## src/hdl/mgr_settings.svh

```systemverilog
`ifndef MGR_SETTINGS_SVH
`define MGR_SETTINGS_SVH

// --------------------
// Instruction store
// --------------------
`define MGR_WU_DEPTH          32   // Work-unit slots

// --------------------
// Main memory
// --------------------
`define MGR_DRAM_DEPTH        256  // Words preloaded from outside

// --------------------
// Streams and lanes
// --------------------
`define MGR_NUM_STREAMS       2    // One read controller per stream
`define MGR_LANE_WIDTH        32
`define MGR_COUNT_WIDTH       6    // Descriptor word count

// Per-controller queues
`define MGR_DESC_FIFO_DEPTH   2    // Active descriptor plus one waiting
`define MGR_DATA_FIFO_DEPTH   4    // Also the read credit limit

`endif

```

## src/hdl/mgr_pkg.sv

```systemverilog
`include "mgr_settings.svh"

package mgr_pkg;

  // --------------------
  // Addresses and words
  // --------------------
  typedef logic [$clog2(`MGR_WU_DEPTH)-1:0]    wu_addr_t;    // Instruction store index
  typedef logic [$clog2(`MGR_DRAM_DEPTH)-1:0]  dram_addr_t;  // Main memory word index
  typedef logic [`MGR_LANE_WIDTH-1:0]          lane_word_t;
  typedef logic [$clog2(`MGR_NUM_STREAMS)-1:0] stream_id_t;  // Which read controller
  typedef logic [`MGR_COUNT_WIDTH-1:0]         wu_count_t;

  // Opcode encoding 3 decodes like a NOP
  typedef enum logic [1:0] {
    NOP = 2'd0,
    MR  = 2'd1,  // Memory read toward one stream
    END = 2'd2   // Stops the run
  } wu_op_e;

  // --------------------
  // Work-unit instruction
  // --------------------
  typedef struct packed {
    wu_op_e     op;
    stream_id_t stream;  // Target controller for MR only
    dram_addr_t base;
    wu_count_t  count;   // Zero is legal and reads nothing
  } wu_inst_t;

  // Read descriptor handed to a controller
  typedef struct packed {
    dram_addr_t base;
    wu_count_t  count;
  } mr_desc_t;

endpackage

```

## src/hdl/wu_sequencer.sv

```systemverilog
`timescale 1ns/100ps
`include "mgr_settings.svh"

module wu_sequencer (
  input  logic                        clk,
  input  logic                        rst_n,
  // Instruction preload while idle
  input  logic                        wu_wr_en,
  input  mgr_pkg::wu_addr_t           wu_wr_addr,
  input  mgr_pkg::wu_inst_t           wu_wr_data,
  // Run control
  input  logic                        start,       // Single-cycle pulse
  input  mgr_pkg::wu_addr_t           start_addr,
  output logic                        busy,
  output logic                        done,
  // Descriptor dispatch with one valid per stream
  output logic [`MGR_NUM_STREAMS-1:0] desc_valid,
  input  logic [`MGR_NUM_STREAMS-1:0] desc_ready,
  output mgr_pkg::mr_desc_t           desc         // Shared by all streams
);

  import mgr_pkg::*;

  typedef enum logic [1:0] {
    ST_IDLE,
    ST_FETCH,     // Store read in flight
    ST_DECODE,
    ST_DISPATCH   // MR held until its controller takes it
  } seq_state_e;

  wu_inst_t   store [`MGR_WU_DEPTH];
  wu_inst_t   inst_q;  // Instruction being decoded or dispatched
  wu_addr_t   pc;
  seq_state_e state;

  // --------------------
  // Work-unit store
  // --------------------
  always_ff @(posedge clk)
  begin
    if (wu_wr_en)
      store[wu_wr_addr] <= wu_wr_data;
  end

  // One-cycle registered read
  always_ff @(posedge clk)
  begin
    if (state == ST_FETCH)
      inst_q <= store[pc];
  end

  // --------------------
  // Fetch / decode FSM
  // --------------------
  always_ff @(posedge clk or negedge rst_n)
  begin
    if (!rst_n)
    begin
      state <= ST_IDLE;
      pc    <= '0;
      busy  <= 1'b0;
      done  <= 1'b0;
    end
    else
    begin
      done <= 1'b0;  // Pulse
      case (state)
        ST_IDLE:
        begin
          if (start)  // Only sampled here and so ignored while busy
          begin
            pc    <= start_addr;
            busy  <= 1'b1;
            state <= ST_FETCH;
          end
        end
        ST_FETCH:
          state <= ST_DECODE;
        ST_DECODE:
        begin
          case (inst_q.op)
            MR:
              state <= ST_DISPATCH;
            END:
            begin
              done  <= 1'b1;   // Same cycle busy drops
              busy  <= 1'b0;
              state <= ST_IDLE;
            end
            default:
            begin
              pc    <= pc + 1'b1;  // Skip NOP
              state <= ST_FETCH;
            end
          endcase
        end
        ST_DISPATCH:
        begin
          if (desc_ready[inst_q.stream])
          begin
            pc    <= pc + 1'b1;  // Wraps past the last slot
            state <= ST_FETCH;
          end
        end
        default:
          state <= ST_IDLE;
      endcase
    end
  end

  // Valid only toward the addressed controller
  always_comb
  begin
    desc_valid = '0;
    if (state == ST_DISPATCH)
      desc_valid[inst_q.stream] = 1'b1;
  end

  assign desc.base  = inst_q.base;   // Stable for the whole dispatch
  assign desc.count = inst_q.count;

endmodule

```

## config.mk

```make
export PLATFORM = sky130hd
export DESIGN_NAME = wu_sequencer
export DESIGN_NICKNAME = d
export VERILOG_FILES = /design/src/hdl/mgr_pkg.sv /design/src/hdl/wu_sequencer.sv
export VERILOG_INCLUDE_DIRS = /design/src /design/src/hdl
export SDC_FILE = /design/constraint.sdc
export NUM_CORES = 1
export LEC_CHECK = 0
export ABC_AREA = 1
export BUFFER_PORTS_ARGS = -buffer_cell sky130_fd_sc_hd__clkbuf_2
export CAP_MARGIN = 30
export CORE_MARGIN = 10
export CORE_UTILIZATION = 42
export DETAILED_ROUTE_END_ITERATION = 12
export PLACE_DENSITY = 0.54
export SYNTH_ARGS = -nofsm -noshare
export SYNTH_HDL_FRONTEND = slang
export SYNTH_SLANG_ARGS = --single-unit
```

## constraint.sdc

```tcl
create_clock -name clk -period 1.8 [get_ports clk]
set_input_delay 0.36 -clock clk [delete_from_list [all_inputs] [get_ports clk]]
set_output_delay 0.36 -clock clk [all_outputs]
set_load 0.05 [all_outputs]
```

After elaboration in Yosys (flattened, before gate mapping)
Memories as Yosys holds them, arrays and structs flattened. A register that Yosys moved wholly into a read port is not among the register bits. Index checks and enable logic that the tools add are counted.

Register bits after elaboration: 9. Memories: 1. Bits in writable memories: 544.

Memories: store (depth 32, bits a word 17, rd ports 1, clocked after memory_dff 1, write ports 1, RTL line wu_sequencer.sv:31) `` wu_inst_t store [`MGR_WU_DEPTH]; ``.

Add/subtract/negate cells: 1. Muxes and demuxes: 20. Reductions and logical operators: 8. Eq/ne operators: 9. Order comparisons: 2.

Operators by type and width (number): $mux 5 (3); $pmux 5 s3 (1); $mux 1 (9); $ne 2x2->1 const B (4); $pmux 2 s4 (1); $eq 2x2->1 const B (3); $mux 2 (3); $add 5x1->5 const B (1); $eq 2x1->1 const B (2); $pmux 2 s2 (1); $reduce_and 4->1 (1); $reduce_and 3->1 (1); $reduce_bool 3->1 (1); $logic_not 2->1 (1); $lt 1x2->1 const B (1); $pmux 1 s2 (1); $reduce_and 2->1 (1); $reduce_bool 2->1 (1); $reduce_or 2->1 (1); $demux 1 s1 (1); $ge 1x1->1 const B (1); $logic_and 1x1->1 (1).

Logic depth before layout (Yosys ltp)
Depth in word-level cells: 5. Gate-level depth with buffers: 11. Depth with buffers taken out: 9.

Worst setup path before layout
OpenSTA, ideal clock, no wires.

Kind: input-to-reg. From: input port wu_wr_addr[1]. To: memory store[13][0] (netlist name) (enable). Buffers on the path: 0. Cell stages on the path: 3. Library setup time: 390 ps. Path slack: 0 ps. Arrival: 1410 ps. Data required time: 1410 ps. Cell sequence: inv_1 -> nand3_1 -> nor2_1.

RTL lines: from (decl) (RTL line wu_sequencer.sv:9) `input mgr_pkg::wu_addr_t wu_wr_addr,`; to (decl) (RTL line wu_sequencer.sv:31).

Straight into the memory's write port.

==> flow_summary_export.csv <==
group,metric,value,unit
placement,place_ws,-0.295,ns
setup_path,cp_cell_sequence,"buf_12 > buf_8 > bufbuf_16 > nand2_2 > nand3_1 > nand3_2 > nand3_4 > nand3_2 > nand2_1",
worst_hold_path,hold_path_class,"in2reg",
setup_path,slowest_delay,0.50,ns
grt,grt_max_degree,50,
sta,slew_headroom,49.7,%
synthesis,synth_common_cells,"809 x nand2_1, 561 x edfxtp_1, 300 x nand3_1, 80 x buf_2, 68 x a21oi_1",
drt,vias,15500,
synthesis,synth_async_sr_flop_share,1.58,%
synthesis,synth-seq-area-share,73.9,%
setup_path,cp.required,2.17,ns
grt,grt_pass1_vias,15200,
pwr,p_int,0.0292,W
die,die-area,64700,um2
drt,dr.pass1.iters,5,
sta,hold_viol,0,
grt,antenna_found_initial,3,
sta,setup-violations-final,16,
synthesis,ys_warn_count,0,
cts,cts_root_buf,"clkbuf_16",
drt,ant_nets,0,
setup_path,arrival,2.24,ns
cts,cts-htree-levels,2,
setup_path,crit_family,"buffers and inverters",
die,dieWidth,254,um
setup_path,crit_slowest_cell,"dfrtp_4",
synthesis,synth-main-ff-cell,"edfxtp_1",
synthesis,yosys_register_bits,570,
grt,overflow,0,
die,start_util,42.6,%
pwr,p_comb_share,39.6,%
pwr,powerDensity,1570,nW/um2
pwr,clock_power_share,26.2,%
synthesis,syn_area,23100,um2
sta,period_minus_slack,1.87,ns
setup_path,critical_path.most_common_cell,"nand3_2",
drt,wl_per_cell,22.8,um
drt,wirelength,66400,um
sta,drv_slew,0,
synthesis,netlist_instances,1976,
sta,worstMarginPinSlew,0.755,ns
final_layout,area_delta_synth_final,25.8,%
setup_path,critPathLaunchType,"flop",
pwr,seqPwrFrac,34.2,%
sta,rsz0062_at_grt,"true",
pwr,p_total,0.0456,W
status,status,"finished with violations",
drt,routed_via_density,5.32,
synthesis,yosysTopAreaCell,"edfxtp_1",
synthesis,synth_area_per_cell,11.7,um2
pwr,switchingPower,0.0164,W
cts,clockBufferDepth,3,
die,io_pins,51,
grt,grt_util_met2,32.7,%
status,violations,"negative setup slack",
synthesis,synth_top_area_share,73.0,%
placement,gp_congestion,0.828,
final_layout,layout-drive-gt1-share,23.1,%
setup_path,crit_type,"reg2reg",
grt,grtUsageMet1,29.2,%
drt,drc_errors,0,
sta,fin_ws,-0.0748,ns
cts,cts_tree,"yes",
setup_path,crit_path_end_kind,"flop",
placement,dp_hpwl,39300,um
placement,io_buffer_count,50,
cts,cts_sinks,570,
cts,clock_latency,0.62,ns
grt,grt_pass1_wl,99100,um
synthesis,synth_edf_count,561,
synthesis,synth.most_common_cell,"nand2_1",
final_layout,fillerInstances,4497,
die,num_rows,85,
grt,track_usage,20.8,%
synthesis,syn_nets,2016,
die,die_h,254,um
die,core_region_area,54100,um2
grt,use_met3,3.82,%
job,drv_cap,0,
sta,finalCritPeriodShare,104,%
pwr,swShare,35.9,%
pwr,ir_drop,1.01,mV
setup_path,cp_num_buf_inv,3,
cts,path_clk_slew,0.06,ns
synthesis,synth_area_leaders,"edfxtp_1 73%, nand2_1 13%, nand3_1 6.5%",
synthesis,ys_types,23,
pwr,p_leak,11.0,nW
grt,grt-busiest-layer,"met2",
final_layout,finalNetCount,2213,
setup_path,crit_fanout,7,
sta,max_freq,533,MHz
drt,drt_iter0_markers,1444,
sta,clock_skew,0.00919,ns
cts,cts_made_buffers,59,
==> power groups by stage <==
stage          registers [W]  logic, W  clock network (W)
6_report              0.0156    0.0181             0.0120
5_1_grt               0.0157    0.0195             0.0127
2_1_floorplan         0.0157   0.00845                  0
3_5_place_dp          0.0159    0.0146                  0
3_3_place_gp          0.0159    0.0146                  0
4_1_cts               0.0156    0.0178             0.0122
==> worst register-to-register path, cell delays in order (launching register included) <==
cell and delay, ns:
dfrtp_4 0.50, buf_12 0.17, buf_8 0.15, bufbuf_16 0.26, nand2_2 0.05, nand3_1 0.09, nand3_2 0.10, nand3_4 0.12
nand3_2 0.13, nand2_1 0.05
==> through the flow <==
step	std cells	util [%]	hold slack, ns	cell area [um2]	setup TNS [ns]
2_1_floorplan	1976	-	0.0644	23100	-0.00701
3_3_place_gp	2783	47.7	0.252	25800	-1.44
3_5_place_dp	2783	47.7	0.257	25800	-1.60
4_1_cts	2918	53.3	0.0443	28900	-0.513
5_1_grt	2915	53.6	0.0865	29000	-1.78
6_report	2916	53.6	0.0773	29000	-0.446
==> layer usage <==
layer	part of all wire (%)	vias up
met4	1.9	0
met1	44	7639
li1	-	7235
met2	47	565
met5	0	-
met3	7.5	81
==> area by class of cell <==
cell class,count,area [um2],area share (%)
flip-flops and latches,570,17100,58.8
multi-input cells,1262,6010,20.7
repair buffers,254,3080,10.6
clock buffers,77,1610,5.53
well taps,696,871,3.00
clock inverters,30,270,0.931
inverters,25,110,0.379
repair inverters,1,11.3,0.0388
diodes,1,2.50,0.00862
==> final timing paths <==
check	start	cells after the start	slack [ns]	endpoint
min in group asynchronous	rst_n	2	0.16	pc[0]
worst max register to register	pc[0]	9	-0.07	desc[7]
max in group asynchronous	rst_n	2	1.39	pc[1]
worst max-delay path	pc[0]	9	-0.07	desc[7]
worst min register to register	busy	2	0.52	busy
worst min-delay path	start_addr[2]	3	0.08	pc[2]
==> cells in the final DEF (no fill, tap or decap), types with 2 or more instances in the layout <==
master      instances
nor2_4              2
o21ai_0             7
buf_8               7
dfrtp_4             2
nand3_2            64
clkbuf_1           14
clkinv_2           12
nand2_2            31
nor2_1             27
dfrtp_1             6
buf_12             66
inv_2               8
bufbuf_16           4
nand3_1           227
xor2_1              2
bufinv_16           5
inv_1              15
clkbuf_8            2
nor2_2             33
nand2_1           777
nand2_4             2
clkinv_1           11
buf_16             12
nand3_4             9
a21oi_1            48
buf_4              99
clkbuf_16          61
a21oi_2            20
buf_6              18
clkbuf_2           46
ha_1                5
edfxtp_1          561
clkinvlp_4          3
==> what timing repair did <==
action	in CTS	in global routing
hold endpoints to repair	9	0
buffers inserted	17	0
resized for setup	154	61
pin swaps	68	43
hold buffers	1	0
gates cloned	15	0
setup endpoints to repair	22	23
==> cell families after synthesis <==
group	after synthesis	share of synthesized area [%]
xor+xnor	2	0.0759
buf+inv	144	3.08
simple gates	1174	20.8
fa+ha+maj	7	0.379
compound gates	79	1.74
flops	570	73.9
==> flip-flops by register name, summed over array words and instances, names as in the netlist <==
register  count
store       544
desc         14
pc            5
inst_q        3
state         2
busy          1
done          1
(Power assumes the default switching activity.)
