<file path="src/hdl/mgr_settings.svh">
`ifndef MGR_SETTINGS_SVH
`define MGR_SETTINGS_SVH

// --------------------
// Instruction store
// --------------------
`define MGR_WU_DEPTH          32   // Work-unit slots

// --------------------
// Main memory
// --------------------
`define MGR_DRAM_DEPTH        256  // Words preloaded from outside

// --------------------
// Streams and lanes
// --------------------
`define MGR_NUM_STREAMS       2    // One read controller per stream
`define MGR_LANE_WIDTH        32
`define MGR_COUNT_WIDTH       6    // Descriptor word count

// Per-controller queues
`define MGR_DESC_FIFO_DEPTH   2    // Active descriptor plus one waiting
`define MGR_DATA_FIFO_DEPTH   4    // Also the read credit limit

`endif

</file>
<file path="src/hdl/mgr_pkg.sv">
`include "mgr_settings.svh"

package mgr_pkg;

  // --------------------
  // Addresses and words
  // --------------------
  typedef logic [$clog2(`MGR_WU_DEPTH)-1:0]    wu_addr_t;    // Instruction store index
  typedef logic [$clog2(`MGR_DRAM_DEPTH)-1:0]  dram_addr_t;  // Main memory word index
  typedef logic [`MGR_LANE_WIDTH-1:0]          lane_word_t;
  typedef logic [$clog2(`MGR_NUM_STREAMS)-1:0] stream_id_t;  // Which read controller
  typedef logic [`MGR_COUNT_WIDTH-1:0]         wu_count_t;

  // Opcode encoding 3 decodes like a NOP
  typedef enum logic [1:0] {
    NOP = 2'd0,
    MR  = 2'd1,  // Memory read toward one stream
    END = 2'd2   // Stops the run
  } wu_op_e;

  // --------------------
  // Work-unit instruction
  // --------------------
  typedef struct packed {
    wu_op_e     op;
    stream_id_t stream;  // Target controller for MR only
    dram_addr_t base;
    wu_count_t  count;   // Zero is legal and reads nothing
  } wu_inst_t;

  // Read descriptor handed to a controller
  typedef struct packed {
    dram_addr_t base;
    wu_count_t  count;
  } mr_desc_t;

endpackage

</file>
<file path="src/hdl/dram_arbiter.sv">
`timescale 1ns/100ps
`include "mgr_settings.svh"

module dram_arbiter (
  input  logic                        clk,
  input  logic                        rst_n,
  // Read controllers
  input  logic [`MGR_NUM_STREAMS-1:0] rd_req,
  input  mgr_pkg::dram_addr_t         rd_addr [`MGR_NUM_STREAMS],
  output logic [`MGR_NUM_STREAMS-1:0] rd_gnt,
  output logic [`MGR_NUM_STREAMS-1:0] rd_valid,
  output mgr_pkg::lane_word_t         rd_data [`MGR_NUM_STREAMS],
  // Main memory read port
  output logic                        mem_rd_en,
  output mgr_pkg::dram_addr_t         mem_rd_addr,
  input  mgr_pkg::lane_word_t         mem_rd_data  // One cycle after mem_rd_en
);

  import mgr_pkg::*;

  stream_id_t prio;       // Requester checked first
  stream_id_t win_id;
  stream_id_t ret_id;     // Owner of the word coming back
  logic       any_gnt;
  logic       ret_valid;

  // --------------------
  // Round-robin pick
  // --------------------
  always_comb
  begin : pick
    stream_id_t cand;
    rd_gnt  = '0;
    win_id  = prio;
    any_gnt = 1'b0;
    for (int k = 0; k < `MGR_NUM_STREAMS; k++)
    begin
      cand = stream_id_t'(prio + k);  // Walk from the priority holder
      if (!any_gnt && rd_req[cand])
      begin
        rd_gnt[cand] = 1'b1;
        win_id       = cand;
        any_gnt      = 1'b1;
      end
    end
  end

  assign mem_rd_en   = any_gnt;
  assign mem_rd_addr = rd_addr[win_id];

  always_ff @(posedge clk or negedge rst_n)
  begin
    if (!rst_n)
    begin
      prio      <= '0;
      ret_valid <= 1'b0;
      ret_id    <= '0;
    end
    else
    begin
      ret_valid <= any_gnt;
      if (any_gnt)
      begin
        prio   <= stream_id_t'(win_id + 1'b1);  // Winner goes last next time
        ret_id <= win_id;
      end
    end
  end

  // Data fans out to all with valid only to the owner
  always_comb
  begin
    for (int i = 0; i < `MGR_NUM_STREAMS; i++)
    begin
      rd_valid[i] = ret_valid && (ret_id == stream_id_t'(i));
      rd_data[i]  = mem_rd_data;
    end
  end

endmodule

</file>
<file path="config.mk">
export PLATFORM = sky130hd
export DESIGN_NAME = dram_arbiter
export DESIGN_NICKNAME = d
export VERILOG_FILES = /design/src/hdl/mgr_pkg.sv /design/src/hdl/dram_arbiter.sv
export VERILOG_INCLUDE_DIRS = /design/src /design/src/hdl
export SDC_FILE = /design/constraint.sdc
export NUM_CORES = 1
export LEC_CHECK = 0
export ABC_CLOCK_PERIOD_IN_PS = 1400
export BUFFER_PORTS_ARGS = -buffer_cell sky130_fd_sc_hd__buf_4
export CAP_MARGIN = 20
export CORE_MARGIN = 2
export CORE_UTILIZATION = 28
export CTS_BUF_LIST = sky130_fd_sc_hd__clkbuf_2 sky130_fd_sc_hd__clkbuf_4 sky130_fd_sc_hd__clkbuf_8
export DETAILED_ROUTE_END_ITERATION = 12
export PLACE_DENSITY = 0.94
export SYNTH_ARGS = -nofsm -noshare
export SYNTH_HDL_FRONTEND = slang
export SYNTH_SLANG_ARGS = --single-unit
</file>
<file path="constraint.sdc">
create_clock -name clk -period 1.4 [get_ports clk]
set_input_delay 0.14 -clock clk [delete_from_list [all_inputs] [get_ports clk]]
set_output_delay 0.14 -clock clk [all_outputs]
set_load 0.02 [all_outputs]
</file>
# Word-level counts from Yosys, hierarchy flattened
# Cells that the tools add are included.
# Widths: inputs -> output; s select.
dict set report classes {
  addsub 2
  mul 0
  n_div 0
  magnitude_cmp 5
  eq_ne 0
  shift 0
  mux 16
  bitwise 3
  n_reduce_logical 6
}
# cell n
set ops {}
lappend ops {{$mux 8} 3}
lappend ops {{$mux 1} 9}
lappend ops {{$logic_and 1x1->1} 5}
lappend ops {{$lt 1x2->1 const B} 2}
lappend ops {{$mux 2} 2}
lappend ops {{$add 1x1->1 const B} 2}
lappend ops {{$demux 1 s1} 2}
lappend ops {{$ge 1x1->1 const B} 2}
lappend ops {{$ge 2x2->1 const B} 1}
lappend ops {{$not 1->2} 1}
lappend ops {{$or 2x2->2} 1}
lappend ops {{$logic_not 1->1} 1}
lappend ops {{$not 1->1} 1}
dict set report totals {
  regBits 3
  latch_bits 0
  ramBits 0
  mem_bits_ro 0
  in_bits 52
  out_inout_bits 77
  elab_cells 35
  n_memories 0
}

# Longest topological paths before layout
# Gate-level depths: netlist (run 1).
dict set report logic_depth {
  depth_word 10
  ltp_mapped 3
}

# Worst setup path before layout (run 1)
# Ideal clock, no wire load.
dict set report synth_path {
  path_type {reg2out}
  startpoint {register prio}
  endpoint {output port mem_rd_addr[0]}
  arrival_ns 1.149
  required_time_ns 1.260
  slack_ns 0.111
  path_stages_with_launch 4
  path_cell_list {dfrtp_1 > inv_1 > maj3_4 > mux2_4}
}
dict set report synth_between {
  elab_chain_len 10
  word_cells_on_any_way 13
}
# element line_no
set synth_lines {}
lappend synth_lines {{start, declared} dram_arbiter.sv:21} ;# stream_id_t prio;
lappend synth_lines {{start signal, assigned} dram_arbiter.sv:64} ;# prio <= stream_id_t'(win_id + 1'b1);
lappend synth_lines {{$mux 1 (implied by the code) (2 in a row)} dram_arbiter.sv:39} ;# if (!any_gnt && rd_req[cand])
lappend synth_lines {{$mux 1} dram_arbiter.sv:39}
lappend synth_lines {{$logic_not 1->1} dram_arbiter.sv:39}
lappend synth_lines {{$logic_and 1x1->1} dram_arbiter.sv:39}
lappend synth_lines {{$mux 1 (*)} dram_arbiter.sv:39}
lappend synth_lines {{$not 1->2 (implied by the code) (*)} dram_arbiter.sv:49} ;# assign mem_rd_addr = rd_addr[win_id];
lappend synth_lines {{$mux 8 (implied by the code) (*) (3 in a row)} dram_arbiter.sv:49}
lappend synth_lines {{end, declared} dram_arbiter.sv:15} ;# output mgr_pkg::dram_addr_t mem_rd_addr,
# Mark *: on every way between the ends. The rest lies on a longest branch, timed or not. The select of a mux whose other input is x is not followed.

# Worst setup path after layout (run 1)
# Ends and elaborated chain as after synthesis.

==> results of run 1 <==
per-layer routing:
layer | global-route usage [%] | wire [µm] | vias up
met4 | 10.8 | 97 | 0
met5 | 0 | 0 | -
met3 | 5.35 | 231 | 19
li1 | - | - | 161
met2 | 12.8 | 664 | 47
met1 | 5.24 | 327 | 175
registers in the layout (all words and copies together) (netlist names):
register / flops
prio: 1
ret_id: 1
ret_valid: 1
per-stage QoR:
stage | setup slack (ps) | instance area [µm²] | power, µW | hold slack, ps | utilization [%]
2_1_floorplan | 111 | 746 | 513 | -156 | -
3_3_place_gp | -22.1 | 543 | 351 | -70.5 | 21.7
3_5_place_dp | -39.8 | 543 | 355 | -67.2 | 21.7
4_1_cts | -226 | 628 | 564 | 154 | 25.1
5_1_grt | -324 | 649 | 622 | 155 | 26.0
6_report | -280 | 649 | 578 | 166 | 26.0
worst max-delay path by stage:
stage / from / cells past startpoint / to
after floorplan: prio / 3 / mem_rd_addr[0]
after global placement: prio / 4 / mem_rd_addr[7]
after detailed placement: prio / 4 / mem_rd_addr[3]
after CTS: prio / 4 / mem_rd_addr[3]
after global routing: prio / 4 / mem_rd_addr[0]
final: prio / 4 / mem_rd_addr[0]
final cells by class:
type / instances / area, µm² / share of cell area [%]
Tap cell: 30 / 37.5 / 5.78
Timing Repair Buffer: 37 / 314 / 48.4
Clock buffer: 4 / 30.0 / 4.62
Multi-Input combinational cell: 18 / 185 / 28.5
Inverter: 2 / 7.51 / 1.16
Sequential cell: 3 / 75.1 / 11.6
critical path, cell delays in order, from the launching register on:
cell and delay (ps):
dfrtp_1 360, inv_2 60, maj3_4 410, mux2_4 340, buf_6 130
placed cells by master (no fill, tap or decap), drive strengths merged:
cell and n:
a21oi 1, and2 2, buf 36, clkbuf 4
dfrtp 3, dlygate4sd3 1, inv 2, maj3 1
mux2 8, nand2 1, nor2 2, nor2b 1
o21a 1, or2 1
kinds of logic after synthesis:
kind of cell	Yosys count
multiplexers	8
adder cells (fa/ha/maj)	1
AND/OR/NAND/NOR	7
buffers and inverters	66
flip-flops	3
AO/OA/AOI/OAI	2
cell usage after synthesis (all sizes together):
cell type and instances:
or2 1, buf 64, nor2b 1, nor2 2, mux2 8, o21a 1, inv 2, nand2 1
and2 2, maj3 1, dfrtp 3, a21oi 1
power by group through the flow:
| stage | sequential [µW] | clock (µW) | combinational [µW] |
|---|---|---|---|
| floorplan | 102 | 0 | 411 |
| global placement | 102 | 0 | 248 |
| detailed placement | 103 | 0 | 252 |
| CTS | 102 | 174 | 289 |
| global route | 104 | 191 | 326 |
| finish | 103 | 165 | 311 |
repair_timing:
action | 4_1_cts | 5_1_grt
endpoints found under the setup margin | 8 | 8
hold buffers | 1 | 0
endpoints found under the hold margin | 3 | 0
cloned | 0 | 0
setup buffers | 2 | 2
resized for setup | 9 | 2
pin swaps | 1 | 1
==> results.json, run 1 <==
{
  "status": "finished, violations left",
  "violations": "negative setup slack",
  "min_path_type": "in -> reg",
  "die_h_um": 55.6,
  "r2r_start": "prio",
  "vias": 402,
  "layout-drive-gt1-share_pct": 82.8,
  "clkTransAtPathRegs_ps": 30,
  "place_inst": 85,
  "htree_levels": 1,
  "timing.slew.headroom_pct": 89.3,
  "r2r_end": "ret_id",
  "total_leakage_power_uw": 0.000340,
  "drv_slew": 0,
  "synthAdderAreaFrac_pct": 1.85,
  "cts-buffers-inserted": 3,
  "synthesis.nets": 139,
  "cts_root_buf": "clkbuf_4",
  "p_sw_share_pct": 29.7,
  "pwr-share-clk_pct": 28.5,
  "pwr-share-seq_pct": 17.7,
  "initial_core_util_pct": 29.8,
  "grt_pass1_wl_um": 1870,
  "nFillCells": 252,
  "instances_no_fill": 94,
  "avgSynthCellArea_um2": 8.57,
  "first_global_vias": 419,
  "drt_iter0_drc": 33,
  "wl_um": 1320,
  "yosys.area.top_type": "buf_4",
  "synth_compound_area_share_pct": 1.68,
  "dr.pass1.iters": 2,
  "synthXorXnorAreaFrac_pct": 0,
  "ys_seq_area_share_pct": 10.1,
  "finalSetupViolCount": 8,
  "r2r_setup_slack_ps": 390,
  "min_from": "rd_req[1]",
  "rsz0062_at_grt": "yes",
  "synth_seq_cells": 3,
  "cts_buffer_depth": 2,
  "setup_ws_ps": -280,
  "period_needed_ps": 1680,
  "synthCells": 87,
  "gp_congestion": 0.714,
  "insertion_delay_ps": 230,
  "whs_path_depth": 2,
  "numPortBuffers": 32,
  "internal_power_uw": 406,
  "ir_worst_vdd_v": 0.000343,
  "synth_top_area_share_pct": 64.4,
  "reg2reg_depth": 5,
  "die_width_um": 55.6,
  "grt_antenna_before_repair": 0,
  "synth_area_um2": 746,
  "grt_overflow": 0,
  "synthTopCellsByArea": "buf_4 (64%), mux2_4 (16%), dfrtp_1 (10%)",
  "io-pin-count": 129,
  "synth_top_family_by_area": "buffers and inverters",
  "path_class": "reg -> out",
  "combPwrFrac_pct": 53.7,
  "core_mm2": 0.00250,
  "cp_max_fo": 8,
  "drc": 0,
  "cts_tree": "yes",
  "finalSetupTns_ps": -2130,
  "vias_per_cell": 4.28,
  "yosys.area_share.simple_pct": 4.87,
  "grt.total_usage_pct": 8.03,
  "fmax_ghz": 0.595,
  "maxCapViolations": 0,
  "dp_hpwl_um": 898,
  "hold_viol_final": 0,
  "fin_skew_ps": 0.877,
  "cp-end-kind": "output port",
  "cts_sinks": 3,
  "post_drt_wl_per_cell_um": 14.0,
  "rows": 18,
  "post-route-period-util_pct": 120,
  "syn_to_final_growth_pct": -12.9,
  "crit_arrival_ps": 1540,
  "p_sw_uw": 172,
  "yosys_warnings": 0,
  "die_area_mm2": 0.00309,
  "power_density_mw_per_mm2": 891,
  "nets": 117,
  "grt_max_degree": 9,
  "required_ps": 1260,
  "ys_types": 13,
  "startpoint_type": "flip-flop",
  "ant_nets": 0,
  "hold_end": "ret_valid",
  "tightestPinTransition_ps": 160,
  "muxShareOfSynthArea_pct": 16.1,
  "diodes": 0
}
Note: power is estimated with default switching activity, not from simulation.
==> run 2, diff against run 1 <==
--- a/config.mk
+++ b/config.mk
@@ -14,6 +14,7 @@
 export CTS_BUF_LIST = sky130_fd_sc_hd__clkbuf_2 sky130_fd_sc_hd__clkbuf_4 sky130_fd_sc_hd__clkbuf_8
 export DETAILED_ROUTE_END_ITERATION = 12
 export PLACE_DENSITY = 0.94
+export RECOVER_POWER = 100
 export SYNTH_ARGS = -nofsm -noshare
 export SYNTH_HDL_FRONTEND = slang
 export SYNTH_SLANG_ARGS = --single-unit
==> results.json, run 2 (same netlist as run 1, synthesis figures left out) <==
{
  "post-route-period-util_pct": 120,
  "core_mm2": 0.00250,
  "grt_max_degree": 9,
  "grt_overflow": 0,
  "drv_slew": 0,
  "fmax_ghz": 0.593,
  "hold_end": "ret_valid",
  "timing.slew.headroom_pct": 82.7,
  "setup.worst_path.start": "prio",
  "numPortBuffers": 32,
  "r2r_setup_slack_ps": 370,
  "whs_path_depth": 2,
  "nFillCells": 254,
  "setup_ws_ps": -287,
  "r2r_end": "ret_id",
  "crit_arrival_ps": 1550,
  "layout-drive-gt1-share_pct": 78.1,
  "die_area_mm2": 0.00309,
  "preCtsSetupSlack_ps": -39.8,
  "cp-end-kind": "output port",
  "grt.total_usage_pct": 8.03,
  "cts-buffers-inserted": 3,
  "grt_pass1_wl_um": 1870,
  "finalSetupViolCount": 8,
  "seq_area_um2": 75.1,
  "tightestPinTransition_ps": 260,
  "total_leakage_power_uw": 0.000329,
  "rows": 18,
  "power_density_mw_per_mm2": 903,
  "die_h_um": 55.6,
  "diodes": 0,
  "dp_hpwl_um": 898,
  "post_drt_wl_per_cell_um": 14.3,
  "placed_cell_area_um2": 543,
  "finalSetupTns_ps": -2190,
  "rsz0062_at_grt": "yes",
  "cts_tree": "yes",
  "dr.pass1.iters": 4,
  "place_inst": 85,
  "required_ps": 1260,
  "min_path_type": "in -> reg",
  "drt_iter0_drc": 27,
  "vias_per_cell": 4.36,
  "utilization_pct": 25.5,
  "cts_sinks": 3,
  "ant_nets": 0,
  "clkTransAtPathRegs_ps": 30,
  "layout_commonest_cell": "buf_4",
  "hold_viol_final": 0,
  "gp_congestion": 0.714,
  "violations": "negative setup slack",
  "final_area_um2": 638,
  "period_needed_ps": 1690,
  "die_width_um": 55.6,
  "instances_no_fill": 94,
  "nets": 117,
  "maxCapViolations": 0,
  "initial_core_util_pct": 29.8,
  "drc": 0,
  "status": "finished, violations left",
  "ir_worst_vdd_v": 0.000343,
  "insertion_delay_ps": 230,
  "r2r_start": "prio",
  "wl_um": 1350,
  "grt_antenna_before_repair": 0,
  "cp_max_fo": 8,
  "most-common-layout-cells": "buf_4 (24), buf_6 (9), mux2_4 (8)",
  "min_from": "rd_req[1]",
  "io-pin-count": 129,
  "startpoint_type": "flip-flop",
  "fin_skew_ps": 0.880,
  "multi_input_area_um2": 185,
  "syn_to_final_growth_pct": -14.4,
  "htree_levels": 1,
  "reg2reg_depth": 5,
  "vias": 410,
  "path_class": "reg -> out",
  "cts_buffer_depth": 2,
  "first_global_vias": 419,
  "cts_root_buf": "clkbuf_4",
  "top_regs": "prio x1, ret_id x1, ret_valid x1"
}
==> run 2: power breakdown <==
group	total [µW]	internal (µW)	switching, µW
clock	165	126	39.3
sequential	103	96.5	6.35
combinational	308	180	128
==> run 2: through the flow <==
| step | power [µW] | hold WS [ps] |
|---|---|---|
| 3_5_place_dp | 355 | -67.2 |
| 3_3_place_gp | 351 | -70.5 |
| 6_report | 576 | 167 |
| 2_1_floorplan | 513 | -156 |
| 4_1_cts | 564 | 154 |
| 5_1_grt | 618 | 154 |
==> run 2: area by class of cell <==
cell class              instances  area share, %
inverters                       2           1.18
clock buffers                   4           4.71
flip-flops and latches          3           11.8
repair buffers                 37           47.5
well taps                      30           5.88
multi-input cells              18           29.0
==> run 2: per-layer routing <==
metal | share of wire (%) | vias to the layer above | global-route usage, %
met2 | 50 | 47 | 12.8
met4 | 7.1 | 0 | 10.8
met5 | 0 | - | 0
met3 | 17 | 19 | 5.35
met1 | 25 | 183 | 5.24
li1 | - | 161 | -
==> run 2: repair_timing <==
action                     in CTS  in global routing
gates cloned                    0                  0
gates resized for setup         9                  2
hold buffers                    1                  0
pin swaps                       1                  1
buffers inserted                2                  2
setup endpoints to repair       8                  8
hold endpoints to repair        3                  0
==> run 2: how the worst max path moves through the flow <==
stage / to / slack [ps] / depth (start not counted)
2_1_floorplan: mem_rd_addr[0] / 110 / 3
3_3_place_gp: mem_rd_addr[7] / -20 / 4
6_report: mem_rd_addr[0] / -290 / 4
5_1_grt: mem_rd_addr[0] / -320 / 4
3_5_place_dp: mem_rd_addr[3] / -40 / 4
4_1_cts: mem_rd_addr[3] / -230 / 4
==> run 2: critical path, stage by stage, from the launching register on <==
cell and delay (ps):
dfrtp_1 370, inv_2 70, maj3_4 410, mux2_4 340, buf_6 130
