$ cat config.mk
export PLATFORM = sky130hd
export DESIGN_NAME = mrc_cntl
export DESIGN_NICKNAME = d
export VERILOG_FILES = /design/src/hdl/mgr_pkg.sv /design/src/hdl/mrc_cntl.sv /design/src/hdl/stream_fifo.sv
export VERILOG_INCLUDE_DIRS = /design/src /design/src/hdl
export SDC_FILE = /design/constraint.sdc
export NUM_CORES = 1
export LEC_CHECK = 0
export ABC_CLOCK_PERIOD_IN_PS = 3300
export BUFFER_PORTS_ARGS = -buffer_cell sky130_fd_sc_hd__buf_4
export CORE_MARGIN = 2
export CORE_UTILIZATION = 52
export CTS_CLUSTER_SIZE = 16
export DETAILED_ROUTE_END_ITERATION = 6
export GPL_TIMING_DRIVEN = 0
export PLACE_DENSITY = 0.79
export SLEW_MARGIN = 10
export SYNTH_ARGS = -nofsm -noshare
export SYNTH_HDL_FRONTEND = slang
export SYNTH_SLANG_ARGS = --single-unit
$ cat constraint.sdc
create_clock -name clk -period 3.3 [get_ports clk]
set_input_delay 0 -clock clk [delete_from_list [all_inputs] [get_ports clk]]
set_output_delay 0 -clock clk [all_outputs]
set_load 0.02 [all_outputs]
$ cat src/hdl/mgr_settings.svh
`ifndef MGR_SETTINGS_SVH
`define MGR_SETTINGS_SVH

// --------------------
// Instruction store
// --------------------
`define MGR_WU_DEPTH          32   // Work-unit slots

// --------------------
// Main memory
// --------------------
`define MGR_DRAM_DEPTH        256  // Words preloaded from outside

// --------------------
// Streams and lanes
// --------------------
`define MGR_NUM_STREAMS       2    // One read controller per stream
`define MGR_LANE_WIDTH        32
`define MGR_COUNT_WIDTH       6    // Descriptor word count

// Per-controller queues
`define MGR_DESC_FIFO_DEPTH   2    // Active descriptor plus one waiting
`define MGR_DATA_FIFO_DEPTH   4    // Also the read credit limit

`endif

$ cat src/hdl/mgr_pkg.sv
`include "mgr_settings.svh"

package mgr_pkg;

  // --------------------
  // Addresses and words
  // --------------------
  typedef logic [$clog2(`MGR_WU_DEPTH)-1:0]    wu_addr_t;    // Instruction store index
  typedef logic [$clog2(`MGR_DRAM_DEPTH)-1:0]  dram_addr_t;  // Main memory word index
  typedef logic [`MGR_LANE_WIDTH-1:0]          lane_word_t;
  typedef logic [$clog2(`MGR_NUM_STREAMS)-1:0] stream_id_t;  // Which read controller
  typedef logic [`MGR_COUNT_WIDTH-1:0]         wu_count_t;

  // Opcode encoding 3 decodes like a NOP
  typedef enum logic [1:0] {
    NOP = 2'd0,
    MR  = 2'd1,  // Memory read toward one stream
    END = 2'd2   // Stops the run
  } wu_op_e;

  // --------------------
  // Work-unit instruction
  // --------------------
  typedef struct packed {
    wu_op_e     op;
    stream_id_t stream;  // Target controller for MR only
    dram_addr_t base;
    wu_count_t  count;   // Zero is legal and reads nothing
  } wu_inst_t;

  // Read descriptor handed to a controller
  typedef struct packed {
    dram_addr_t base;
    wu_count_t  count;
  } mr_desc_t;

endpackage

$ cat src/hdl/mrc_cntl.sv
`timescale 1ns/100ps
`include "mgr_settings.svh"

module mrc_cntl (
  input  logic                clk,
  input  logic                rst_n,
  // From sequencer
  input  logic                desc_valid,
  output logic                desc_ready,
  input  mgr_pkg::mr_desc_t   desc,
  // To arbiter
  output logic                rd_req,
  output mgr_pkg::dram_addr_t rd_addr,
  input  logic                rd_gnt,
  input  logic                rd_valid,   // Return pulse for this stream only
  input  mgr_pkg::lane_word_t rd_data,
  // Downstream lane
  output logic                lane_valid,
  input  logic                lane_ready,
  output mgr_pkg::lane_word_t lane_data
);

  import mgr_pkg::*;

  localparam int CREDIT_W = $clog2(`MGR_DATA_FIFO_DEPTH + 1);

  mr_desc_t            desc_head;     // Descriptor being walked
  logic                desc_push;
  logic                desc_pop;
  logic                desc_full;
  logic                desc_empty;
  logic                data_empty;
  wu_count_t           offset;        // Words issued from current head
  logic [CREDIT_W-1:0] outstanding;   // In flight plus queued words
  logic                credit_ok;
  logic                zero_count;
  logic                last_word;
  logic                issue;
  logic                drain;

  // --------------------
  // Descriptor queue
  // --------------------
  assign desc_ready = !desc_full;
  assign desc_push  = desc_valid && desc_ready;

  stream_fifo #(
    .payload_t ( mr_desc_t            ),
    .DEPTH     ( `MGR_DESC_FIFO_DEPTH )
  ) desc_fifo (
    .clk       ( clk        ),
    .rst_n     ( rst_n      ),
    .push      ( desc_push  ),
    .push_data ( desc       ),
    .full      ( desc_full  ),
    .pop       ( desc_pop   ),
    .pop_data  ( desc_head  ),
    .empty     ( desc_empty )
  );

  // --------------------
  // Address walk
  // --------------------
  assign zero_count = (desc_head.count == '0);                        // Dropped unread
  assign last_word  = (offset == wu_count_t'(desc_head.count - 1'b1));
  assign credit_ok  = (outstanding < CREDIT_W'(`MGR_DATA_FIFO_DEPTH));

  // Head drives the request directly so first req follows acceptance
  assign rd_req   = !desc_empty && !zero_count && credit_ok;
  assign rd_addr  = desc_head.base + dram_addr_t'(offset);  // Wraps at memory depth
  assign issue    = rd_req && rd_gnt;
  assign desc_pop = !desc_empty && (zero_count || (issue && last_word));

  always_ff @(posedge clk or negedge rst_n)
  begin
    if (!rst_n)
      offset <= '0;
    else if (desc_pop)
      offset <= '0;  // Next descriptor starts at its base
    else if (issue)
      offset <= offset + 1'b1;
  end

  // Credits return when the lane takes a word
  always_ff @(posedge clk or negedge rst_n)
  begin
    if (!rst_n)
      outstanding <= '0;
    else if (issue && !drain)
      outstanding <= outstanding + 1'b1;
    else if (drain && !issue)
      outstanding <= outstanding - 1'b1;
  end

  // --------------------
  // Return data queue
  // --------------------
  assign lane_valid = !data_empty;
  assign drain      = lane_valid && lane_ready;

  stream_fifo #(
    .payload_t ( lane_word_t          ),
    .DEPTH     ( `MGR_DATA_FIFO_DEPTH )
  ) data_fifo (
    .clk       ( clk        ),
    .rst_n     ( rst_n      ),
    .push      ( rd_valid   ),  // Credits keep this from overflowing
    .push_data ( rd_data    ),
    .full      (            ),
    .pop       ( drain      ),
    .pop_data  ( lane_data  ),
    .empty     ( data_empty )
  );

endmodule

$ cat src/hdl/stream_fifo.sv
`timescale 1ns/100ps

module stream_fifo #(
  parameter type payload_t = logic [7:0],
  parameter int  DEPTH     = 4
) (
  input  logic     clk,
  input  logic     rst_n,
  input  logic     push,
  input  payload_t push_data,
  output logic     full,
  input  logic     pop,
  output payload_t pop_data,
  output logic     empty
);

  localparam int PTR_W = (DEPTH > 1) ? $clog2(DEPTH) : 1;
  localparam int CNT_W = $clog2(DEPTH + 1);

  payload_t         mem [DEPTH];  // Payload storage
  logic [PTR_W-1:0] wr_ptr;
  logic [PTR_W-1:0] rd_ptr;
  logic [CNT_W-1:0] count;       // Occupancy
  logic             do_push;
  logic             do_pop;

  assign full     = (count == CNT_W'(DEPTH));
  assign empty    = (count == '0);
  assign do_push  = push && !full;   // Push into a full queue is dropped
  assign do_pop   = pop && !empty;
  assign pop_data = mem[rd_ptr];     // Head is visible without a pop

  always_ff @(posedge clk)
  begin
    if (do_push)
      mem[wr_ptr] <= push_data;
  end

  // Pointers wrap at DEPTH even if not a power of two
  always_ff @(posedge clk or negedge rst_n)
  begin
    if (!rst_n)
    begin
      wr_ptr <= '0;
      rd_ptr <= '0;
      count  <= '0;
    end
    else
    begin
      if (do_push)
        wr_ptr <= (wr_ptr == PTR_W'(DEPTH - 1)) ? '0 : wr_ptr + 1'b1;
      if (do_pop)
        rd_ptr <= (rd_ptr == PTR_W'(DEPTH - 1)) ? '0 : rd_ptr + 1'b1;
      if (do_push && !do_pop)
        count <= count + 1'b1;
      else if (do_pop && !do_push)
        count <= count - 1'b1;
    end
  end

endmodule

-- Word-level counts from Yosys, hierarchy flattened
Memories as Yosys holds them, arrays and structs flattened.
Cells that the tools add are included.
- register bits: 20
- RAM bits: 156
- input bits: 52
- word-level logic and storage cells: 81
- memories kept: 2
- add/sub/neg operators: 13
- $lt $le $gt $ge: 1
- eq/ne operators: 5
- mux-type cells: 16
- reduce and logical (&&, ||, !) cells: 36
- memories (name ; depth ; bits a word ; read ports ; clocked after Yosys merged registers in ; write ports ; RTL line ; text):
    data_fifo.mem ; 4 ; 32 ; 1 ; 0 ; 1 ; stream_fifo.sv:20 ; payload_t mem [DEPTH];
    desc_fifo.mem ; 2 ; 14 ; 1 ; 0 ; 1 ; stream_fifo.sv:20 ;
- operator list (operator ; count):
    1-bit logical AND ; 17
    3-bit two-way mux ; 4
    6-bit two-way mux ; 2
    1-bit logical NOT ; 11
    8-bit by 6-bit adder with 8-bit output ; 1
    2-bit two-way mux ; 4
    2-bit nonzero test ; 4
    2-bit by 1-bit adder with 2-bit output (second input constant) ; 3
    3-bit by 1-bit adder with 3-bit output (second input constant) ; 2
    6-bit by 1-bit adder with 6-bit output (second input constant) ; 1
    2-bit == test (second input constant) ; 3
    6-bit == test ; 1
    6-bit logical NOT ; 1
    1-bit two-way mux ; 6
    3-bit by 1-bit subtractor with 3-bit output (second input constant) ; 2
    6-bit by 1-bit subtractor with 6-bit output (second input constant) ; 1
    3-bit == test (second input constant) ; 1
    3-bit logical NOT ; 1
    3-bit < comparator (second input constant) ; 1
    1-bit adder (second input constant) ; 2
    2-bit logical NOT ; 1
    2-bit by 1-bit subtractor with 2-bit output (second input constant) ; 1
    1-bit logical OR ; 1

-- Logic depth before layout (Yosys ltp)
Gate-level depths: netlist (run 1).
An unclocked memory read counts as a cell.
- depth after elaboration: 13
- gate-level depth with buffers: 15

-- Hierarchy
Synthesis (run 1) repeated with hierarchy kept, for this count alone.
- cell total of the unflattened synthesis: 388
- area, all modules: 7325.8 sq um
- by module, submodules not included (module ; times used ; cells each ; area each (sq um)):
    stream_fifo (data_fifo) ; 1 ; 205 ; 5056.1
    stream_fifo (desc_fifo) ; 1 ; 63 ; 1260.0
    mrc_cntl ; 1 ; 120 ; 1009.7

-- Least setup slack after synthesis (run 1)
OpenSTA, ideal clock, no wires.
- path type: register to register
- from: register desc_fifo.rd_ptr
- to: register desc_fifo.count[1]
- arrival time: 3.044 ns
- required time: 3.221 ns
- path slack: 0.177 ns
- stages on the path, launching flop included: 15
- path buffers: 3
- path through: dfrtp_1 -> buf_6 -> buf_8 -> clkbuf_1 -> mux2i_1 -> ha_1 -> xnor2_1 -> and2_1 -> or4b_4 -> and3_4 -> and2b_1 -> o22ai_1 -> ha_1 -> nor2_1 -> xor2_1
- cells in the longest elaborated chain, start to end: 13
- ends and longest elaborated chain (item ; RTL line ; text):
    start, declared ; stream_fifo.sv:22 ; logic [PTR_W-1:0] rd_ptr;
    start signal, assigned ; stream_fifo.sv:53 ; rd_ptr <= (rd_ptr == PTR_W'(DEPTH - 1)) ? '0 : rd_ptr + 1'b1;
    memory read 2 x 14 bit * ; - ;
    branches (longest 6 deep; another with 6-bit by 1-bit subtractor with 6-bit output) ; - ;
    1-bit logical OR * ; mrc_cntl.sv:72 ; assign desc_pop = !desc_empty && (zero_count || (issue && last_word));
    1-bit logical AND * ; mrc_cntl.sv:72 ;
    1-bit logical AND * ; stream_fifo.sv:30 ; assign do_pop = pop && !empty;
    1-bit logical NOT ; stream_fifo.sv:54 ; if (do_push && !do_pop)
    1-bit logical AND ; stream_fifo.sv:54 ;
    2-bit two-way mux / 2-bit nonzero test (equally long branches) ; - ;
    end signal, assigned ; stream_fifo.sv:55 ; count <= count + 1'b1;
    end signal, assigned ; stream_fifo.sv:57 ; count <= count - 1'b1;
    end, declared ; stream_fifo.sv:23 ; logic [CNT_W-1:0] count;
Every way passes the cells marked *.
A chain may end at the register's enable or synchronous reset.

-- Worst setup path in the final report (run 1)
Same ends and word-level chain as after synthesis.

==> impl_metrics.tcl, run 1 <==
set metrics [dict create \
    compound_gate_fraction_of_synth_area 0.0207 \
    finalCoreUtilization 0.676 \
    outcome "finished, final reports clean" \
    crit_path_cell_trace "buf_6 > buf_8 > mux2i_4 > ha_2 > xnor2_1 > and2_1 > or4b_4 > and3_4 > and2b_1 > o22ai_1 > ha_1 > nor2_1 > xor2_1" \
    crit_path_end_kind "flip-flop" \
    drive_above_1_share 0.329 \
    synth_fa_ha_area_frac 0.0361 \
    yosys_most_used_dff "sky130_fd_sc_hd__edfxtp_1" \
    max-cap-violations 0 \
    timing.hold.ws_ps 53.2 \
    synth.top_cells.by_area "sky130_fd_sc_hd__edfxtp_1 65%, sky130_fd_sc_hd__mux4_2 10%, sky130_fd_sc_hd__dfrtp_1 6.9%, sky130_fd_sc_hd__ha_1 2.8%, sky130_fd_sc_hd__xor2_1 1.8%" \
    synth_mux_area_frac 0.128 \
    crit_path_start_kind "flip-flop" \
    cts_buffers 17 \
    grt_antenna_before_repair 0 \
    drc 0 \
    detailroute.via_count 3872 \
    critical_path_buf_inv_count 2 \
    period_minus_slack_ps 3140 \
    design.die.area_mm2 0.0148 \
    power.static_leakage_nw 3.47 \
    cp_data_required_time_ps 3650 \
    grt_pass1_vias 4077 \
    floorplan_die_height_um 122 \
    postRouteWirelength_um 13100 \
    number_of_synthesized_flops_with_an_enable_pin 156 \
    cts_tree "built" \
    num_rows 43 \
    grt_pass1_wl_um 20700 \
    slew_violations 0 \
    clock-skew-final_ps 8.29 \
    syn_area_mm2 0.00720 \
    cell_at_the_root_of_the_clock_tree "sky130_fd_sc_hd__clkbuf_16" \
    synth_top_family_by_area "multiplexers" \
    worst_ir_drop_vdd_mv 0.506 \
    clock.fmax_mhz 319 \
    viasPerCell 5.28 \
    grt_start_max_net_pins 31 \
    yosys.cell_types.count 43 \
    cp_max_fo 19 \
    initial_core_util 0.525 \
    setup_viol 0 \
    drt-pass1-iter-count 4 \
    detailed_place_hpwl_um 8230 \
    setup.worst_path.class "flip-flop to flip-flop" \
    total_nets_after_synthesis 446 \
    insertedDiodeCount 0 \
    synth.top_cell.area_share 0.650 \
    synth_warnings 0 \
    power_mw 8.07 \
    period_share 0.950 \
    fillerInstances 882 \
    cts.sinks 176 \
    post_cts.repair.setup_buffers 0 \
    io_buffer_count 94 \
    die_w_um 122 \
    ant_nets 0 \
    timing.setup.tns_ps 0 \
    cts_max_path_buffers 2 \
    syn-instance-count 375 \
    cts.htree.levels 4 \
    dr.first_iter.drc_count 223 \
    min_path_type "input port to flip-flop" \
    avgSynthCellArea_um2 19.2 \
    cp.arrival_ps 3490 \
    groute.usage.overall 0.189 \
    tightest_slew_ps 933 \
    cp_slowest_cell "sky130_fd_sc_hd__or4b_4" \
    core_area_mm2 0.0137 \
    synth_seq_area_share 0.720 \
    synth_simple_gate_area_frac 0.0469 \
    synth_seq_cells 176 \
    floorplan.io_pins 95 \
    ys_async_sr_fraction 0.114 \
    synthXorXnorAreaFrac 0.0340 \
    cp_top_family "simple AND/OR/NAND/NOR gates" \
    timing.max_slew.rel_slack 0.376 \
    pwr_density_cell_mw_per_mm2 870 \
    layout-area-overhead-vs-synth_pct 28.7 \
    clk_latency_ps 430 \
    nets 611 \
    wl_per_cell_um 17.8 \
    global_route.overflow_total 0 \
    critical-path-max-stage-delay_ps 470 \
    worst_setup_hold_path_clk_slew_ps 60 \
    synth.largest_area_cell "sky130_fd_sc_hd__edfxtp_1" \
    final-hold-violation-count 0 \
    gpl.final_weighted_congestion 0.800 \
]
==> final timing paths <==
| path | from | to | slack, ps | depth (start not counted) |
|---|---|---|---|---|
| min | lane_ready | data_fifo.rd_ptr[0] | 50 | 3 |
| max in group asynchronous | rst_n | data_fifo.count[1] | 1920 | 3 |
| max reg2reg | desc_fifo.rd_ptr | desc_fifo.count[1] | 160 | 13 |
| min in group asynchronous | rst_n | offset[5] | 810 | 3 |
| max | desc_fifo.rd_ptr | desc_fifo.count[1] | 160 | 13 |
| min reg2reg | data_fifo.count[2] | data_fifo.count[2] | 520 | 1 |
==> logic make-up (layout without fill, tap and decap cells) <==
logic type               Yosys count  in the layout
AO/OA/AOI/OAI                     22             22
XOR/XNOR                          28             28
adder cells (fa/ha/maj)           19             19
buffers and inverters             23            201
flip-flops                       176            176
multiplexers                      51             51
AND/OR/NAND/NOR                   56             56
==> power by group <==
part | leakage (nW) | switching, mW | internal, mW
clock network | 0.260 | 0.842 | 0.980
registers | 1.67 | 0.239 | 2.97
logic | 1.54 | 1.62 | 1.42
total | 3.47 | 2.70 | 5.37
==> through the flow <==
| step | cells | worst slack (ps) | instance area (um2) |
|---|---|---|---|
| finish | 733 | 164 | 9270 |
| global route | 733 | -0.0639 | 9270 |
| CTS | 733 | 68.3 | 9250 |
| detailed placement | 653 | -228 | 8220 |
| global placement | 649 | -122 | 8130 |
| floorplan | 375 | 177 | 7200 |
==> routing by layer <==
| metal | vias to the layer above | track usage | wire (um) |
|---|---|---|---|
| li1 | 1811 | - | - |
| met1 | 1932 | 0.211 | 5110 |
| met2 | 104 | 0.343 | 7080 |
| met3 | 25 | 0.0492 | 651 |
| met4 | 0 | 0.0797 | 242 |
| met5 | - | 0 | 0 |
==> cells in the mapped netlist (3+ instances only) <==
| library cell | n |
|---|---|
| sky130_fd_sc_hd__mux2_2 | 8 |
| sky130_fd_sc_hd__nand2_1 | 9 |
| sky130_fd_sc_hd__ha_1 | 16 |
| sky130_fd_sc_hd__o21ai_0 | 4 |
| sky130_fd_sc_hd__a21oi_1 | 3 |
| sky130_fd_sc_hd__and2_1 | 6 |
| sky130_fd_sc_hd__dfrtp_1 | 20 |
| sky130_fd_sc_hd__buf_1 | 3 |
| sky130_fd_sc_hd__mux4_2 | 32 |
| sky130_fd_sc_hd__clkbuf_1 | 6 |
| sky130_fd_sc_hd__nor3_1 | 10 |
| sky130_fd_sc_hd__nor2_1 | 12 |
| sky130_fd_sc_hd__inv_1 | 12 |
| sky130_fd_sc_hd__mux2i_1 | 11 |
| sky130_fd_sc_hd__edfxtp_1 | 156 |
| sky130_fd_sc_hd__xor2_1 | 15 |
| sky130_fd_sc_hd__fa_1 | 3 |
| sky130_fd_sc_hd__xnor2_1 | 13 |
| sky130_fd_sc_hd__a21o_1 | 4 |
| sky130_fd_sc_hd__nor3b_1 | 3 |
==> flip-flops by register name, summed over array words and instances (netlist names) <==
signal / flops
data_fifo.mem: 128
desc_fifo.mem: 28
offset: 6
data_fifo.count: 3
outstanding: 3
data_fifo.rd_ptr: 2
data_fifo.wr_ptr: 2
desc_fifo.count: 2
desc_fifo.rd_ptr: 1
desc_fifo.wr_ptr: 1
==> cell type report <==
| type | count | area, um2 | area share |
|---|---|---|---|
| inverter | 12 | 45.0 | 0.00486 |
| timing repair buffer | 147 | 1280 | 0.138 |
| buffer | 10 | 56.3 | 0.00607 |
| clock inverter | 15 | 123 | 0.0132 |
| sequential | 176 | 5180 | 0.559 |
| multi-input combinational | 176 | 1940 | 0.209 |
| tap | 180 | 225 | 0.0243 |
| clock buffer | 17 | 425 | 0.0459 |
==> tightest hold or removal path, stage by stage <==
cell and delay, ps:
sky130_fd_sc_hd__buf_4 110, sky130_fd_sc_hd__nand2_1 180, sky130_fd_sc_hd__a21o_1 150
==> repair_timing <==
| action | 4_1_cts | 5_1_grt |
|---|---|---|
| hold buffers | 49 | 0 |
| endpoints found under the setup margin | 6 | 1 |
| resized for setup | 0 | 3 |
| endpoints found under the hold margin | 177 | 0 |
| gates cloned | 0 | 0 |
==> layout by cell type, fill, tap and decap left out, drive strengths merged, types with 10 or more instances in the layout <==
master       count
buf            103
clkbuf          22
dfrtp           20
dlygate4sd3     49
edfxtp         156
ha              16
inv             19
mux2i           11
mux4            32
nor2            12
nor3            10
xnor2           13
xor2            15
(Power assumes the default switching activity.)
==> run 2, diff against run 1 <==
Settings changed: SETUP_SLACK_MARGIN set to 0.3.
==> impl_metrics.tcl, run 2 (synthesized netlist as in run 1, its figures left out) <==
set metrics [dict create \
    io_buffer_count 94 \
    timing.max_slew.rel_slack 0.371 \
    cts_tree "built" \
    nets 621 \
    wl_per_cell_um 18.2 \
    timing.critical_path.from "desc_fifo.rd_ptr" \
    gpl.final_weighted_congestion 0.806 \
    combPwrFrac 0.378 \
    floorplan_die_height_um 122 \
    finalCoreUtilization 0.688 \
    placed_cells_incl_taps 653 \
    rsz0062_at_grt "true" \
    drt-pass1-iter-count 4 \
    final_common_cell "sky130_fd_sc_hd__edfxtp_1" \
    drc 0 \
    largest-register "data_fifo.mem" \
    pwr_density_cell_mw_per_mm2 885 \
    viasPerCell 5.28 \
    cp_data_required_time_ps 3640 \
    tightest_slew_ps 943 \
    insertedDiodeCount 0 \
    max-cap-violations 0 \
    detailed_place_hpwl_um 8600 \
    num_rows 43 \
    global_route.overflow_total 0 \
    cp_slowest_cell "sky130_fd_sc_hd__or4b_4" \
    worst_r2r_startpoint "desc_fifo.rd_ptr" \
    core_area_mm2 0.0137 \
    post_layout_cell_count 742 \
    min_path_type "input port to async pin" \
    clock.fmax_mhz 335 \
    cp.arrival_ps 3320 \
    setup.worst_path.class "flip-flop to flip-flop" \
    placed_cell_area_mm2 0.00822 \
    drive_above_1_share 0.363 \
    cts.sinks 176 \
    slew_violations 0 \
    grt_start_max_net_pins 31 \
    setup_viol 0 \
    reg_top3 "data_fifo.mem (128), desc_fifo.mem (28), offset (6)" \
    power.static_leakage_nw 3.54 \
    layout.cells.most_common_list "156 x sky130_fd_sc_hd__edfxtp_1, 104 x sky130_fd_sc_hd__buf_4, 48 x sky130_fd_sc_hd__dlygate4sd3_1, 32 x sky130_fd_sc_hd__mux4_2, 20 x sky130_fd_sc_hd__dfrtp_1" \
    cp_max_fo 5 \
    ant_nets 0 \
    grt_antenna_before_repair 0 \
    clock-skew-final_ps 4.76 \
    floorplan.io_pins 95 \
    dr.first_iter.drc_count 245 \
    cell_at_the_root_of_the_clock_tree "sky130_fd_sc_hd__clkbuf_16" \
    cts_buffers 17 \
    crit_path_end_kind "flip-flop" \
    placement.setup.worst_slack_ps -23.6 \
    crit_path_start_kind "flip-flop" \
    detailroute.via_count 3917 \
    grt_pass1_vias 4204 \
    rrSetupSlack_ps 320 \
    layout-area-overhead-vs-synth_pct 31.1 \
    design.die.area_mm2 0.0148 \
    largest_register_ff_count 128 \
    die_w_um 122 \
    grt_pass1_wl_um 21000 \
    power.share.clock 0.237 \
    timing.hold.ws_ps 6.91 \
    postLayoutCellArea_mm2 0.00945 \
    outcome "finished, final reports clean" \
    cts.htree.levels 4 \
    cts_max_path_buffers 2 \
    timing.rr.end "desc_fifo.count[1]" \
    swShare 0.324 \
    critical_path.endpoint "desc_fifo.count[1]" \
    switchingPower_mw 2.71 \
    p_seq_frac 0.385 \
    crit_path_cell_trace "buf_6 > buf_8 > clkbuf_16 > mux2i_2 > ha_2 > xnor2_2 > and2_4 > or4b_4 > and3_4 > and2b_1 > o22ai_1 > ha_2 > xor2_1 > nor2_1 > xor2_1" \
    worstRegToRegCells 15 \
    period_minus_slack_ps 2980 \
    initial_core_util 0.525 \
    clk_latency_ps 420 \
    groute.usage.overall 0.194 \
    final-hold-violation-count 0 \
    postRouteWirelength_um 13500 \
    critical-path-max-stage-delay_ps 450 \
    period_share 0.904 \
    intPower_mw 5.65 \
    worst_setup_hold_path_clk_slew_ps 60 \
    finalWorstSetupSlack_ps 318 \
    worst_ir_drop_vdd_mv 0.512 \
]
## run 2: cell count changes in the layout (fill, tap and decap cells not counted), sizes merged
| cell | change |
|---|---|
| dlygate4sd3 | -1 |
| clkbuf | +1 |
| bufinv | +3 |
| buf | +10 |
| inv | -4 |
## run 2: final cells by class
type	count	area [um2]
inverter	12	45.0
sequential	176	5180
clock buffer	17	425
buffer	11	81.3
tap	180	225
fill	837	4270
clock inverter	14	165
multi-input combinational	176	1980
timing repair buffer	156	1340
## run 2: per-layer routing
metal / GRT usage / vias up / wire, um
met2: 0.368 / 101 / 7810
met3: 0.0431 / 13 / 530
met4: 0.0625 / 0 / 167
met5: 0 / - / 0
met1: 0.215 / 1979 / 5020
li1: - / 1824 / -
## run 2: what timing repair did
item                       CTS  global route
setup endpoints to repair    7             4
resized for setup            9             9
hold buffers                48             0
cloned                       0             0
setup buffers                7             3
pin swaps                    6             6
hold endpoints to repair   177             0
## run 2: stage by stage
stage               TNS, ps  power, mW
finish                    0       8.36
global route              0       8.77
CTS                       0       8.36
detailed placement    -23.6       6.28
global placement          0       6.09
floorplan                 0       5.15
## run 2: worst min path at each step
stage	startpoint	slack, ps	endpoint	cells past startpoint
final	rst_n	7	desc_fifo.wr_ptr	2
after global routing	rst_n	8	desc_fifo.wr_ptr	2
after CTS	rst_n	3	desc_fifo.wr_ptr	2
after detailed placement	rst_n	-90	offset[5]	1
after global placement	rst_n	-100	offset[5]	1
after floorplan	rst_n	-300	data_fifo.count[0]	0
## run 2: power by group through the flow
stage	Combinational (mW)	Sequential (mW)	Clock, mW
floorplan	1.97	3.18	0
global placement	2.87	3.23	0
detailed placement	3.03	3.25	0
CTS	3.14	3.21	2.01
global route	3.41	3.26	2.11
finish	3.16	3.21	1.98
## run 2: critical path, delay by kind of cell, from the launching register on
family,cells,cell delay (ps)
multiplexers,1,170
buffers and inverters,3,390
AND/OR/NAND/NOR,5,1080
AO/OA/AOI/OAI,1,70
flip-flops,1,380
XOR/XNOR,3,400
adder cells (fa/ha/maj),2,420
==> run 3, diff against run 2 <==
Settings changed: CORE_MARGIN 2 to unset, PLACE_DENSITY 0.79 to 0.76.
==> impl_metrics.tcl, run 3 (synthesized netlist as in run 1, its figures left out) <==
set metrics [dict create \
    cts.htree.levels 4 \
    cts_max_path_buffers 2 \
    crit_path_end_kind "flip-flop" \
    timing.hold.ws_ps 7.78 \
    cp.arrival_ps 3440 \
    top_layer "met4" \
    cell_at_the_root_of_the_clock_tree "sky130_fd_sc_hd__clkbuf_16" \
    num_rows 42 \
    worst_setup_hold_path_clk_slew_ps 60 \
    detailroute.via_count 3943 \
    outcome "finished, final reports clean" \
    core_area_mm2 0.0134 \
    floorplan.io_pins 95 \
    gpl.final_weighted_congestion 0.758 \
    cts_tree "built" \
    detailed_place_hpwl_um 8540 \
    postLayoutCellArea_mm2 0.00948 \
    cts.sinks 176 \
    drive_above_1_share 0.361 \
    largest_register_ff_count 128 \
    power_mw 8.51 \
    die_w_um 120 \
    p_seq_frac 0.379 \
    swShare 0.317 \
    tightest_slew_ps 877 \
    power.static_leakage_nw 3.57 \
    wl_met2_um 7610 \
    clock.fmax_mhz 318 \
    nets 622 \
    clock-skew-final_ps 7.62 \
    combPwrFrac 0.374 \
    period_share 0.954 \
    grt_pass1_vias 4271 \
    layout-area-overhead-vs-synth_pct 31.6 \
    period_minus_slack_ps 3150 \
    setup_viol 0 \
    final_common_cell "sky130_fd_sc_hd__edfxtp_1" \
    groute.usage.overall 0.206 \
    layout.cells.most_common_list "156 x sky130_fd_sc_hd__edfxtp_1, 105 x sky130_fd_sc_hd__buf_4, 48 x sky130_fd_sc_hd__dlygate4sd3_1, 32 x sky130_fd_sc_hd__mux4_2, 20 x sky130_fd_sc_hd__dfrtp_1" \
    switchingPower_mw 2.70 \
    clk_latency_ps 420 \
    power.share.clock 0.248 \
    drc 0 \
    grt_start_max_net_pins 28 \
    slew_violations 0 \
    final-hold-violation-count 0 \
    postRouteWirelength_um 13900 \
    rsz0062_at_grt "true" \
    cp_max_fo 8 \
    floorplan_die_height_um 120 \
    reg_top3 "data_fifo.mem (128), desc_fifo.mem (28), offset (6)" \
    initial_core_util 0.538 \
    design.die.area_mm2 0.0143 \
    cp_data_required_time_ps 3600 \
    placed_cell_area_mm2 0.00822 \
    io_buffer_count 94 \
    cts_buffers 17 \
    drt-pass1-iter-count 4 \
    worst_ir_drop_vdd_mv 0.603 \
    setup.worst_path.class "flip-flop to flip-flop" \
    crit_path_start_kind "flip-flop" \
    insertedDiodeCount 0 \
    max-cap-violations 0 \
    viasPerCell 5.34 \
    min_path_type "input port to async pin" \
    grt_antenna_before_repair 0 \
    pwr_density_cell_mw_per_mm2 898 \
    wl_per_cell_um 18.8 \
    timing.max_slew.rel_slack 0.415 \
    largest-register "data_fifo.mem" \
    ant_nets 0 \
    routed-wl-met3_um 480 \
    dr.first_iter.drc_count 289 \
    routedLengthMet1_um 5550 \
    intPower_mw 5.81 \
    grt_pass1_wl_um 21500 \
    global_route.overflow_total 0 \
]
[run 3: cell count changes in the layout (fill, tap and decap cells not counted), moves of 2 or more]
cell	previous run	this run
sky130_fd_sc_hd__a21oi_1	0	2
sky130_fd_sc_hd__a21oi_2	3	1
sky130_fd_sc_hd__bufinv_16	3	5
sky130_fd_sc_hd__clkbuf_1	5	8
sky130_fd_sc_hd__clkinvlp_4	3	1
sky130_fd_sc_hd__inv_6	3	0
[run 3: path summary, 6_finish.rpt]
| path | from | endpoint | slack [ps] | depth (start not counted) |
|---|---|---|---|---|
| worst max-delay path | desc_fifo.rd_ptr | desc_fifo.count[1] | 150 | 14 |
| worst max register to register | desc_fifo.rd_ptr | desc_fifo.count[1] | 150 | 14 |
| max in group asynchronous | rst_n | data_fifo.rd_ptr[1] | 3060 | 2 |
| min in group clk | lane_ready | data_fifo.rd_ptr[0] | 70 | 3 |
| worst min register to register | data_fifo.count[2] | data_fifo.count[2] | 510 | 1 |
| worst min-delay path | rst_n | data_fifo.count[0] | 8 | 2 |
[run 3: routing by layer]
layer | global-route usage | vias to the layer above
met5 | 0 | -
met4 | 0.0938 | 0
met3 | 0.0504 | 20
met2 | 0.361 | 87
met1 | 0.239 | 2003
li1 | - | 1833
[run 3: critical path, stage by stage (launching register included)]
cell and delay [ps]:
sky130_fd_sc_hd__dfrtp_1 370, sky130_fd_sc_hd__buf_6 130, sky130_fd_sc_hd__buf_8 130, sky130_fd_sc_hd__clkbuf_16 160
sky130_fd_sc_hd__mux2i_2 180, sky130_fd_sc_hd__ha_2 250, sky130_fd_sc_hd__xnor2_2 130, sky130_fd_sc_hd__and2_4 160
sky130_fd_sc_hd__or4b_4 460, sky130_fd_sc_hd__and3_4 170, sky130_fd_sc_hd__and2b_1 230, sky130_fd_sc_hd__o22ai_2 80
sky130_fd_sc_hd__ha_2 350, sky130_fd_sc_hd__nor2_1 60, sky130_fd_sc_hd__xor2_1 160
[run 3: per-stage QoR]
step / setup TNS, ps / utilization / worst slack, ps / std cells
CTS: 0 / 0.700 / 190 / 731
finish: 0 / 0.707 / 152 / 739
global route: 0 / 0.707 / 77.6 / 739
floorplan: 0 / - / 314 / 375
detailed placement: -12.2 / 0.613 / -12.2 / 649
global placement: 0 / 0.607 / 54.7 / 645
[run 3: final cells by class]
cell class                      count  area (um2)
Clock inverter                     11         189
Fill cell                         847        3920
Inverter                           12        45.0
Clock buffer                       20         437
Sequential cell                   176        5180
Timing Repair Buffer              157        1350
Tap cell                          176         220
Buffer                             11        81.3
Multi-Input combinational cell    176        1970
[run 3: power by group through the flow]
stage                     registers, mW  logic [mW]  clock network [mW]
after floorplan                    3.18        1.97                   0
after global placement             3.23        2.88                   0
after detailed placement           3.25        3.01                   0
after CTS                          3.21        3.13                2.15
after global routing               3.27        3.40                2.23
final                              3.22        3.18                2.11
[run 3: repair_timing]
action,4_1_cts,5_1_grt
gates resized for setup,7,10
pin swaps,5,7
buffers inserted,3,8
endpoints found under the setup margin,7,7
hold endpoints to repair,177,0
hold buffers,48,0
